===== src/design/fsab_pkg.sv =====
`default_nettype none

package fsab_pkg;

	// Request kind, one bit on the bus
	typedef enum logic {
		FSAB_READ  = 1'b0,
		FSAB_WRITE = 1'b1
	} fsab_mode_t;

	typedef logic [3:0]  fsab_did_t;   // Device id and sub-id
	typedef logic [30:0] fsab_addr_t;  // Word address
	typedef logic [3:0]  fsab_len_t;   // Write beat count
	typedef logic [63:0] fsab_data_t;
	typedef logic [7:0]  fsab_mask_t;  // One bit per data byte

	// Longest write burst
	localparam int FSAB_LEN_MAX = 8;

	// Requests a master may have in flight
	localparam int FSAB_INITIAL_CREDITS = 4;

	// Credit and header FIFO position counter
	// Extra top bit over the 4-entry index tells full from empty
	typedef logic [2:0] fsab_credits_t;

endpackage

`default_nettype wire


===== src/design/fsab_arb_pkg.sv =====
`default_nettype none

package fsab_arb_pkg;

	localparam int ARB_NUM_MASTERS = 3;  // Request buffers behind the arbiter

	typedef logic [1:0] arb_idx_t;       // Master number

	// Worst case every credit is a full-length write
	localparam int ARB_DFIF_DEPTH = fsab_pkg::FSAB_INITIAL_CREDITS * fsab_pkg::FSAB_LEN_MAX;

	typedef logic [5:0] dfif_ptr_t;      // 32 entries plus wrap bit

	// Grant FSM
	typedef enum logic [1:0] {
		ARB_IDLE,   // Looking for a non-empty buffer
		ARB_START,  // Pulse start_trans to the winner
		ARB_BUSY    // Winner owns the bus until active drops
	} arb_state_t;

endpackage

`default_nettype wire


===== src/design/fsab_arbiter.sv =====
`default_nettype none

module fsab_arbiter (
	input  wire oclk,
	input  wire oclk_rst_b,
	input  wire [fsab_arb_pkg::ARB_NUM_MASTERS - 1:0] empty_b,
	input  wire [fsab_arb_pkg::ARB_NUM_MASTERS - 1:0] active,
	input  wire [fsab_arb_pkg::ARB_NUM_MASTERS - 1:0] fifo_valid,
	input  wire fsab_pkg::fsab_mode_t fifo_mode   [fsab_arb_pkg::ARB_NUM_MASTERS],
	input  wire fsab_pkg::fsab_did_t  fifo_did    [fsab_arb_pkg::ARB_NUM_MASTERS],
	input  wire fsab_pkg::fsab_did_t  fifo_subdid [fsab_arb_pkg::ARB_NUM_MASTERS],
	input  wire fsab_pkg::fsab_addr_t fifo_addr   [fsab_arb_pkg::ARB_NUM_MASTERS],
	input  wire fsab_pkg::fsab_len_t  fifo_len    [fsab_arb_pkg::ARB_NUM_MASTERS],
	input  wire fsab_pkg::fsab_data_t fifo_data   [fsab_arb_pkg::ARB_NUM_MASTERS],
	input  wire fsab_pkg::fsab_mask_t fifo_mask   [fsab_arb_pkg::ARB_NUM_MASTERS],
	output logic [fsab_arb_pkg::ARB_NUM_MASTERS - 1:0] start_trans,
	output logic                 out_valid,
	output fsab_pkg::fsab_mode_t out_mode,
	output fsab_pkg::fsab_did_t  out_did,
	output fsab_pkg::fsab_did_t  out_subdid,
	output fsab_pkg::fsab_addr_t out_addr,
	output fsab_pkg::fsab_len_t  out_len,
	output fsab_pkg::fsab_data_t out_data,
	output fsab_pkg::fsab_mask_t out_mask
);
	import fsab_pkg::*;
	import fsab_arb_pkg::*;

	arb_state_t state;
	arb_idx_t   grant;  // Current owner, or last one when idle
	arb_idx_t   pick;   // Next owner in round-robin order

	// Walk backwards so the nearest master after grant wins
	// grant itself comes last, so a lone busy master still gets served
	always_comb begin
		pick = grant;
		for (int i = ARB_NUM_MASTERS; i >= 1; i--) begin
			if (empty_b[(int'(grant) + i) % ARB_NUM_MASTERS])
				pick = arb_idx_t'((int'(grant) + i) % ARB_NUM_MASTERS);
		end
	end

	always_ff @(posedge oclk or negedge oclk_rst_b) begin
		if (!oclk_rst_b) begin
			state <= ARB_IDLE;
			grant <= arb_idx_t'(ARB_NUM_MASTERS - 1);  // Master 0 goes first
		end else begin
			case (state)
				ARB_IDLE: begin
					if (|empty_b) begin
						grant <= pick;
						state <= ARB_START;
					end
				end
				ARB_START: begin
					state <= ARB_BUSY;  // FIFO is active from the next cycle
				end
				ARB_BUSY: begin
					if (!active[grant])
						state <= ARB_IDLE;
				end
				default: begin
					state <= ARB_IDLE;
				end
			endcase
		end
	end

	// One-cycle kick to the winner
	always_comb begin
		start_trans = '0;
		if (state == ARB_START)
			start_trans[grant] = 1'b1;
	end

	// Output mux follows the grant
	assign out_valid  = fifo_valid[grant] && (state == ARB_BUSY);
	assign out_mode   = fifo_mode[grant];
	assign out_did    = fifo_did[grant];
	assign out_subdid = fifo_subdid[grant];
	assign out_addr   = fifo_addr[grant];
	assign out_len    = fifo_len[grant];
	assign out_data   = fifo_data[grant];
	assign out_mask   = fifo_mask[grant];

endmodule

`default_nettype wire


===== config.mk =====
export PLATFORM = sky130hd
export DESIGN_NAME = fsab_arbiter
export DESIGN_NICKNAME = d
export VERILOG_FILES = /design/src/design/fsab_pkg.sv /design/src/design/fsab_arb_pkg.sv /design/src/design/fsab_arbiter.sv
export SDC_FILE = /design/constraint.sdc
export NUM_CORES = 1
export LEC_CHECK = 0
export BUFFER_PORTS_ARGS = -buffer_cell sky130_fd_sc_hd__buf_2
export CORE_AREA = 2 2 185 187
export DETAILED_ROUTE_END_ITERATION = 6
export DIE_AREA = 0 0 187 189
export GPL_TIMING_DRIVEN = 0
export PLACE_DENSITY_LB_ADDON = 0.08
export SLEW_MARGIN = 40
export SYNTH_ARGS = -nofsm -noshare
export SYNTH_HDL_FRONTEND = slang
export SYNTH_SLANG_ARGS = --single-unit

===== constraint.sdc =====
create_clock -name oclk -period 2.4 [get_ports oclk]
set_input_delay 0.24 -clock oclk [delete_from_list [all_inputs] [get_ports oclk]]
set_output_delay 0.24 -clock oclk [all_outputs]
set_load 0.01 [all_outputs]

# After elaboration in Yosys (flattened, before gate mapping)
# Cells that the tools add are included.
# word_totals
wordCells,69
output_inout_bits,120
regBits,4
# classes
n_addsub,3
n_eq_ne,4
magnitude_cmp,6
muxes,43
div_mod_pow,3
bitwise,1
n_reduce_logical,7
# op_table
op,count
$bmux 64 s2,1
$mux 64,2
$lt 32x4->1 const B,3
$mod 32x3->32 const B,3
$bmux 31 s2,1
$mux 31,2
$bmux 4 s2,3
$mux 4,6
$bmux 8 s2,1
$mux 8,2
$bmux 1 s2,6
$mux 1,11
$mux 2,5
$add 2x2->3 const B,2
$pmux 2 s3,1
$ne 2x2->1 const B,2
$add 2x1->3 const B,1
$ge 3x3->1 const B,1
$lt 2x3->1 const B,1
$mux 3,1
$not 2->3,1
$reduce_and 3->1,1
$reduce_bool 3->1,1
$reduce_or 3->1,1
7 further kinds,8

# Logic depth before layout (Yosys ltp)
# Gate-level depths: netlist of run 1.
# depth
depth_word,8
ltp_mapped,10
depth_no_buf,7

# Worst setup path after synthesis of run 1
# Ideal clock, no wire load.
# synth_timing
path_kind,register -> register
startpoint,register grant[1]
endpoint,register grant[1]
setup_time_ns,0.085
path_stages_with_launch,11
slack_ns,-0.066
arrival_time_ns,2.382
cell_sequence,dfstp_2 -> buf_2 -> buf_4 -> buf_2 -> inv_1 -> ha_1 -> inv_2 -> a221oi_2 -> a22oi_1 -> o21ai_2 -> mux2_1
# synth_via
elab_chain_len,7
elab_cells_between_ends,20
classes_between,add/sub: 3; div: 3; mux: 12; reduce/logical: 2
# synth_lines
element,line_no,text
from (decl),fsab_arbiter.sv:30,arb_idx_t grant;
from (signal assigned),fsab_arbiter.sv:46,grant <= arb_idx_t'(ARB_NUM_MASTERS - 1);
from (signal assigned),fsab_arbiter.sv:51,grant <= pick;
$add 2x2->3 / $add 2x1->3 (equally long branches),"fsab_arbiter.sv:38, fsab_arbiter.sv:39",
$mod 32x3->32,"fsab_arbiter.sv:38, fsab_arbiter.sv:39",
$bmux 1 s2,fsab_arbiter.sv:38,if (empty_b[(int'(grant) + i) % ARB_NUM_MASTERS])
$mux 1 (implied by the code) (2 in a row),fsab_arbiter.sv:38,
$reduce_bool 3->1 (no line) / $mux 2 (equally long branches),n/a,
$reduce_and 3->1 (no line) / $mux 2 (equally long branches),n/a,
# Several ways; a longest one is shown, not always the timed one. The select of a mux whose other input is x is not followed.
# A chain may end at the register's enable or synchronous reset.

# Worst setup path in the final report of run 1
# Ends and elaborated chain as after synthesis.

==> flow_metrics.env, run 1 <==
export IMPL_cts_buffers=3
export IMPL_cp_slowest_stage_delay_ns=0.55
export IMPL_finalHoldViolations=0
export IMPL_antennaDiodeCount=0
export IMPL_rr_endpoint="grant[1]$_DFFE_PN1P_"
export IMPL_die_height_um=189
export IMPL_critPathMaxFanout=19
export IMPL_h_tree_depth=1
export IMPL_clockBufferDepth=2
export IMPL_multi_input_area_mm2=0.00251
export IMPL_placed_cell_area_mm2=0.00575
export IMPL_setup_viol=0
export IMPL_final_period_utilization_pct=92.4
export IMPL_dieArea_mm2=0.0353
export IMPL_insertion_delay_ns=0.22
export IMPL_io_buffers=478
export IMPL_mappedNetlistNets=803
export IMPL_fp_row_count=67
export IMPL_layout_drive_gt1_share_pct=55.7
export IMPL_ir_drop_v=0.000282
export IMPL_nets=1288
export IMPL_crit_chain="buf_12, inv_1, ha_4, inv_2, a221oi_2, a22oi_1, o21ai_2, mux2_1"
export IMPL_gp_congestion=0.805
export IMPL_cts_num_sinks=4
export IMPL_grt_pass1_vias=5074
export IMPL_die_w_um=187
export IMPL_hold_slack_ns=0.372
export IMPL_cp_arrival_ns=2.36
export IMPL_grt_ovfl_total=0
export IMPL_p_leak_nw=3.02
export IMPL_avgSynthCellArea_um2=6.37
export IMPL_yosys_warnings=0
export IMPL_fmax_mhz=451
export IMPL_pwr_share_comb_pct=92.3
export IMPL_worst_r2r_setup_slack_ns=0.18
export IMPL_initial_core_util_pct=8.40
export IMPL_clkPwrFrac_pct=5.0
export IMPL_layout_common_cells="buf_2 (490), nand2_1 (121), mux2i_1 (118), o21ai_1 (60), o21ai_0 (59)"
export IMPL_antenna_found_initial=1
export IMPL_drc=0
export IMPL_ys_top_cells_by_area="mux2i_1 (42%), nand2_1 (16%), o21ai_0 (11%)"
export IMPL_reg2reg_from="grant[1]$_DFFE_PN1P_"
export IMPL_clock_root_buffer="clkbuf_16"
export IMPL_ant_nets=0
export IMPL_nFillCells=3986
export IMPL_yosys_register_bits=4
export IMPL_hpwl_mm=19.1
export IMPL_avgRoutedWirePerCell_um=15.8
export IMPL_slew_violations=0
export IMPL_netSwitchingFraction_pct=56.1
export IMPL_yosysSeqAreaShare_pct=3.63
export IMPL_grt_max_degree=11
export IMPL_skew_ns=0.00217
export IMPL_worst_slew_pin_slew_ns=0.542
export IMPL_layout_commonest_cell="buf_2"
export IMPL_pre_cts_ws_ns=-0.441
export IMPL_slowest_stage="dfstp_2"
export IMPL_drt_initial_drc_count=92
export IMPL_yosys_area_top_type="mux2i_1"
export IMPL_maxCapViolCount=0
export IMPL_internal_power_w=0.00232
export IMPL_worstHoldPathType="in -> async"
export IMPL_dr_pass1_iters=4
export IMPL_power_density_mw_per_mm2=895
export IMPL_reg2regPathDepth=8
export IMPL_io_pins=479
export IMPL_wl_mm=21.7
export IMPL_period_minus_slack_ns=2.22
export IMPL_cts_tree="done"
export IMPL_synth_top_area_share_pct=42.3
export IMPL_grtUsageTotal_pct=11.3
export IMPL_core_area_mm2=0.0333
export IMPL_grt_first_pass_wirelength_mm=30.6
export IMPL_syn_to_final_growth_pct=111
export IMPL_max_slew_margin_pct=63.8
export IMPL_finalInstanceArea_mm2=0.00590
export IMPL_rsz0062_at_grt="no"
export IMPL_layout_setup_ws_ns=0.182
export IMPL_vias=4929
export IMPL_synth_area_mm2=0.00280
export IMPL_synth_distinct_cells=30
export IMPL_critPathLaunchType="flop"
export IMPL_syn_inst=439
export IMPL_path_clk_slew_ns=0.03
export IMPL_outcome="finished clean"
export IMPL_p_sw_w=0.00296
export IMPL_cp_end_kind="flop"
export IMPL_required_ns=2.54
export IMPL_p_seq_share_pct=2.7
export IMPL_crit_type="reg -> reg"
export IMPL_register_area_um2=101
export IMPL_viasPerCell=3.60
synthesized netlist by cell type, drive strengths merged:
master / instances
nor3: 2
o21ai: 120
a22o: 1
a222oi: 1
ha: 5
nand2b: 1
o2bb2ai: 1
nand2: 121
o22ai: 1
a21oi: 4
a221oi: 1
mux2: 1
and2: 3
nor2b: 4
dfrtp: 3
nor2: 4
buf: 20
a22oi: 1
dfstp: 1
clkbuf: 19
inv: 5
mux2i: 118
o32ai: 1
a21o: 1
sequential cells by signal (all words and copies together), names as in the netlist:
name,count
grant,2
state,2
area by class of cell:
type,count,area share [%]
buffer,36,3.20
clock buffer,4,1.34
inverter,5,0.318
multi-input combinational,391,42.5
sequential,4,1.72
tap,448,9.50
timing repair buffer,483,41.4
cell families (layout without fill, tap and decap cells):
kind of cell | count (synthesis) | after routing | synth area share, %
and+or+nand+nor | 135 | 135 | 19.2
AOI/OAI and AO/OA | 132 | 132 | 24.9
muxes | 119 | 119 | 42.7
adders and majority gates | 5 | 5 | 2.24
buffers and inverters | 44 | 528 | 7.34
DFF | 4 | 4 | 3.63
stage by stage:
stage	power [W]	setup TNS, ns	utilization, %	instances
global placement	0.00515	-1.01	17.3	1365
finish	0.00528	0	17.7	1371
global route	0.00583	0	17.7	1371
floorplan	0.00291	0	-	439
detailed placement	0.00507	-1.13	17.3	1365
CTS	0.00547	0	17.8	1372
what timing repair did:
action,4_1_cts,5_1_grt
pin swaps,1,1
endpoints found under the hold margin,3,0
endpoints found under the setup margin,115,5
resized for setup,11,2
hold buffers,1,0
setup buffers,3,1
per-layer routing:
layer  up-vias  track usage, %  routed length (um)
li1       2515               -                   -
met1      2126            11.7                7930
met2       273            23.3               11900
met3        13            2.65                1640
met4         2            1.07                 174
met5         -               0                  13
how the worst max path moves through the flow:
stage                         start                   end  slack, ns  cells past startpoint
2_1_floorplan  grant[1]$_DFFE_PN1P_  grant[1]$_DFFE_PN1P_      0.009                     10
3_3_place_gp   grant[1]$_DFFE_PN1P_  grant[1]$_DFFE_PN1P_      -0.44                     10
3_5_place_dp   grant[1]$_DFFE_PN1P_  grant[1]$_DFFE_PN1P_      -0.44                     10
4_1_cts        grant[0]$_DFFE_PN0P_          out_addr[30]       0.02                      4
5_1_grt        grant[0]$_DFFE_PN0P_           out_data[1]       0.01                      4
6_report       grant[1]$_DFFE_PN1P_  grant[1]$_DFFE_PN1P_       0.18                      8
power groups by stage:
| stage | Combinational, W | Sequential, W | Clock [W] |
|---|---|---|---|
| floorplan | 0.00278 | 0.000129 | 0 |
| global placement | 0.00502 | 0.000138 | 0 |
| detailed placement | 0.00493 | 0.000141 | 0 |
| CTS | 0.00506 | 0.000143 | 0.000270 |
| global route | 0.00540 | 0.000145 | 0.000282 |
| finish | 0.00487 | 0.000141 | 0.000266 |
critical path: cells and delay by family (launching register included):
family	cells	cell delay, ns
compound gates	3	0.57
fa+ha+maj	1	0.32
buf+inv	3	0.37
flops	1	0.55
mux	1	0.33
No activity file was read; power rests on OpenSTA's default activity.
==> run 2: changes to the inputs <==
--- a/config.mk
+++ b/config.mk
@@ -6,9 +6,9 @@
 export NUM_CORES = 1
 export LEC_CHECK = 0
 export BUFFER_PORTS_ARGS = -buffer_cell sky130_fd_sc_hd__buf_2
-export CORE_AREA = 2 2 185 187
+export CORE_AREA = 2 2 187 189
 export DETAILED_ROUTE_END_ITERATION = 6
-export DIE_AREA = 0 0 187 189
+export DIE_AREA = 0 0 189 191
 export GPL_TIMING_DRIVEN = 0
 export PLACE_DENSITY_LB_ADDON = 0.08
 export SLEW_MARGIN = 40
==> constraint.sdc (replaced) <==
create_clock -name oclk -period 2.9 [get_ports oclk]
set_input_delay 0.29 -clock oclk [delete_from_list [all_inputs] [get_ports oclk]]
set_output_delay 0.29 -clock oclk [all_outputs]
set_load 0.01 [all_outputs]
==> run 2 against run 1 <==
Effect of this change:
- sequential share of layout area about the same
- largest power group unchanged
- maximum frequency decreased by 16%
- die area increased by 2.1%
- sequential power down 20%
- largest cell class unchanged
==> flow_metrics.env, run 2 (synthesis gave the netlist of run 1 again) <==
export IMPL_initial_core_util_pct=8.19
export IMPL_max_slew_margin_pct=60.8
export IMPL_vias=4939
export IMPL_slowest_stage="dfstp_2"
export IMPL_cts_num_sinks=4
export IMPL_cp_end_kind="flop"
export IMPL_cp_slowest_stage_delay_ns=0.53
export IMPL_drt_initial_drc_count=75
export IMPL_startpoint="grant[1]$_DFFE_PN1P_"
export IMPL_insertion_delay_ns=0.22
export IMPL_syn_to_final_growth_pct=109
export IMPL_crit_type="reg -> reg"
export IMPL_io_pins=479
export IMPL_p_leak_nw=2.99
export IMPL_worst_r2r_setup_slack_ns=0.25
export IMPL_skew_ns=0.00330
export IMPL_dp_cells=1372
export IMPL_clockBufferDepth=2
export IMPL_reg_top3="grant x2, state x2"
export IMPL_fin_total_pwr_w=0.00425
export IMPL_required_ns=3.04
export IMPL_fp_row_count=68
export IMPL_hold_slack_ns=0.421
export IMPL_wl_mm=20.9
export IMPL_utilization_pct=17.1
export IMPL_grt_first_pass_wirelength_mm=28.8
export IMPL_register_area_um2=101
export IMPL_slew_violations=0
export IMPL_stdcell_count=1377
export IMPL_gp_congestion=0.769
export IMPL_multi_input_area_mm2=0.00249
export IMPL_cts_tree="done"
export IMPL_cp_arrival_ns=2.79
export IMPL_layout_commonest_cell="buf_2"
export IMPL_grt_max_degree=20
export IMPL_ant_nets=0
export IMPL_io_buffers=478
export IMPL_worstHoldPathType="in -> async"
export IMPL_grt_ovfl_total=0
export IMPL_outcome="finished clean"
export IMPL_maxCapViolCount=0
export IMPL_worst_slew_pin_slew_ns=0.589
export IMPL_nets=1286
export IMPL_layout_common_cells="buf_2 (491), nand2_1 (121), mux2i_1 (118), o21ai_0 (60), o21ai_1 (59)"
export IMPL_period_minus_slack_ns=2.65
export IMPL_power_density_mw_per_mm2=727
export IMPL_clock_root_buffer="clkbuf_16"
export IMPL_die_height_um=191
export IMPL_die_w_um=189
export IMPL_critPathMaxFanout=19
export IMPL_nFillCells=4039
export IMPL_grtUsageTotal_pct=10.4
export IMPL_setup_viol=0
export IMPL_ir_drop_v=0.000232
export IMPL_viasPerCell=3.59
export IMPL_core_area_mm2=0.0341
export IMPL_h_tree_depth=1
export IMPL_final_period_utilization_pct=91.4
export IMPL_dr_pass1_iters=4
export IMPL_cts_setup_buffers=0
export IMPL_layout_drive_gt1_share_pct=55.0
export IMPL_path_clk_slew_ns=0.03
export IMPL_fmax_mhz=377
export IMPL_cts_buffers=3
export IMPL_critPathLaunchType="flop"
export IMPL_hpwl_mm=18.3
export IMPL_crit_chain="buf_2, buf_4, inv_1, ha_1, inv_2, a221oi_2, a22oi_1, o21ai_2, mux2_1"
export IMPL_placed_cell_area_mm2=0.00576
export IMPL_drc=0
export IMPL_avgRoutedWirePerCell_um=15.2
export IMPL_rsz0062_at_grt="no"
export IMPL_grt_pass1_vias=5021
export IMPL_finalInstanceArea_mm2=0.00585
export IMPL_antenna_found_initial=1
export IMPL_dieArea_mm2=0.0361
export IMPL_reg2reg_from="grant[1]$_DFFE_PN1P_"
export IMPL_finalHoldViolations=0
==> run 2: layout make-up <==
class,instances,share of cell area (%)
Inverter,5,0.321
Tap cell,455,9.73
Sequential cell,4,1.73
Multi-Input combinational cell,391,42.6
Antenna cell,1,0.0428
Clock buffer,4,1.35
Buffer,38,3.10
Timing Repair Buffer,479,41.1
==> run 2: worst max-delay path, delay by kind of cell, from the launching register on <==
| kind | cells | cell delay (ns) |
|---|---|---|
| AOI/OAI and AO/OA | 3 | 0.56 |
| adders and majority gates | 1 | 0.40 |
| buffers and inverters | 4 | 0.75 |
| DFF | 1 | 0.53 |
| muxes | 1 | 0.33 |
==> run 2: power breakdown <==
| part | switching, W | total [W] | internal, W | leakage, nW |
|---|---|---|---|---|
| Clock | 0.0000392 | 0.000221 | 0.000182 | 0.0382 |
| Sequential | 0.0000268 | 0.000113 | 0.0000859 | 0.0478 |
| Combinational | 0.00234 | 0.00392 | 0.00157 | 2.90 |
==> run 2: worst paths after layout <==
| kind | end | cells after the start |
|---|---|---|
| hold / removal | state[0]$_DFFE_PN0P_ | 2 |
| min in group oclk | state[1]$_DFFE_PN0P_ | 4 |
| max in group asynchronous | grant[1]$_DFFE_PN1P_ | 2 |
| setup / recovery | grant[1]$_DFFE_PN1P_ | 9 |
| hold reg to reg | state[0]$_DFFE_PN0P_ | 1 |
| setup reg to reg | grant[1]$_DFFE_PN1P_ | 9 |
==> run 2: metrics by stage <==
step / TNS, ns / setup slack [ns]
after floorplan: 0 / 0.434
after CTS: 0 / 0.194
after detailed placement: 0 / 0.00497
final: 0 / 0.250
after global placement: -0.0690 / -0.0690
after global routing: 0 / 0.0475
==> run 2: what timing repair did <==
action                     in CTS  in global routing
resized for setup               1                  0
setup endpoints to repair       2                  0
hold buffers                    1                  0
hold endpoints to repair        3                  0
==> run 2: metal layers <==
metal / part of all wire (%) / up-vias / global-route usage, %
li1: - / 2512 / -
met1: 36 / 2140 / 10.2
met2: 56 / 275 / 22.1
met3: 7.8 / 12 / 2.28
met4: 0.91 / 0 / 1.32
met5: 0 / - / 0
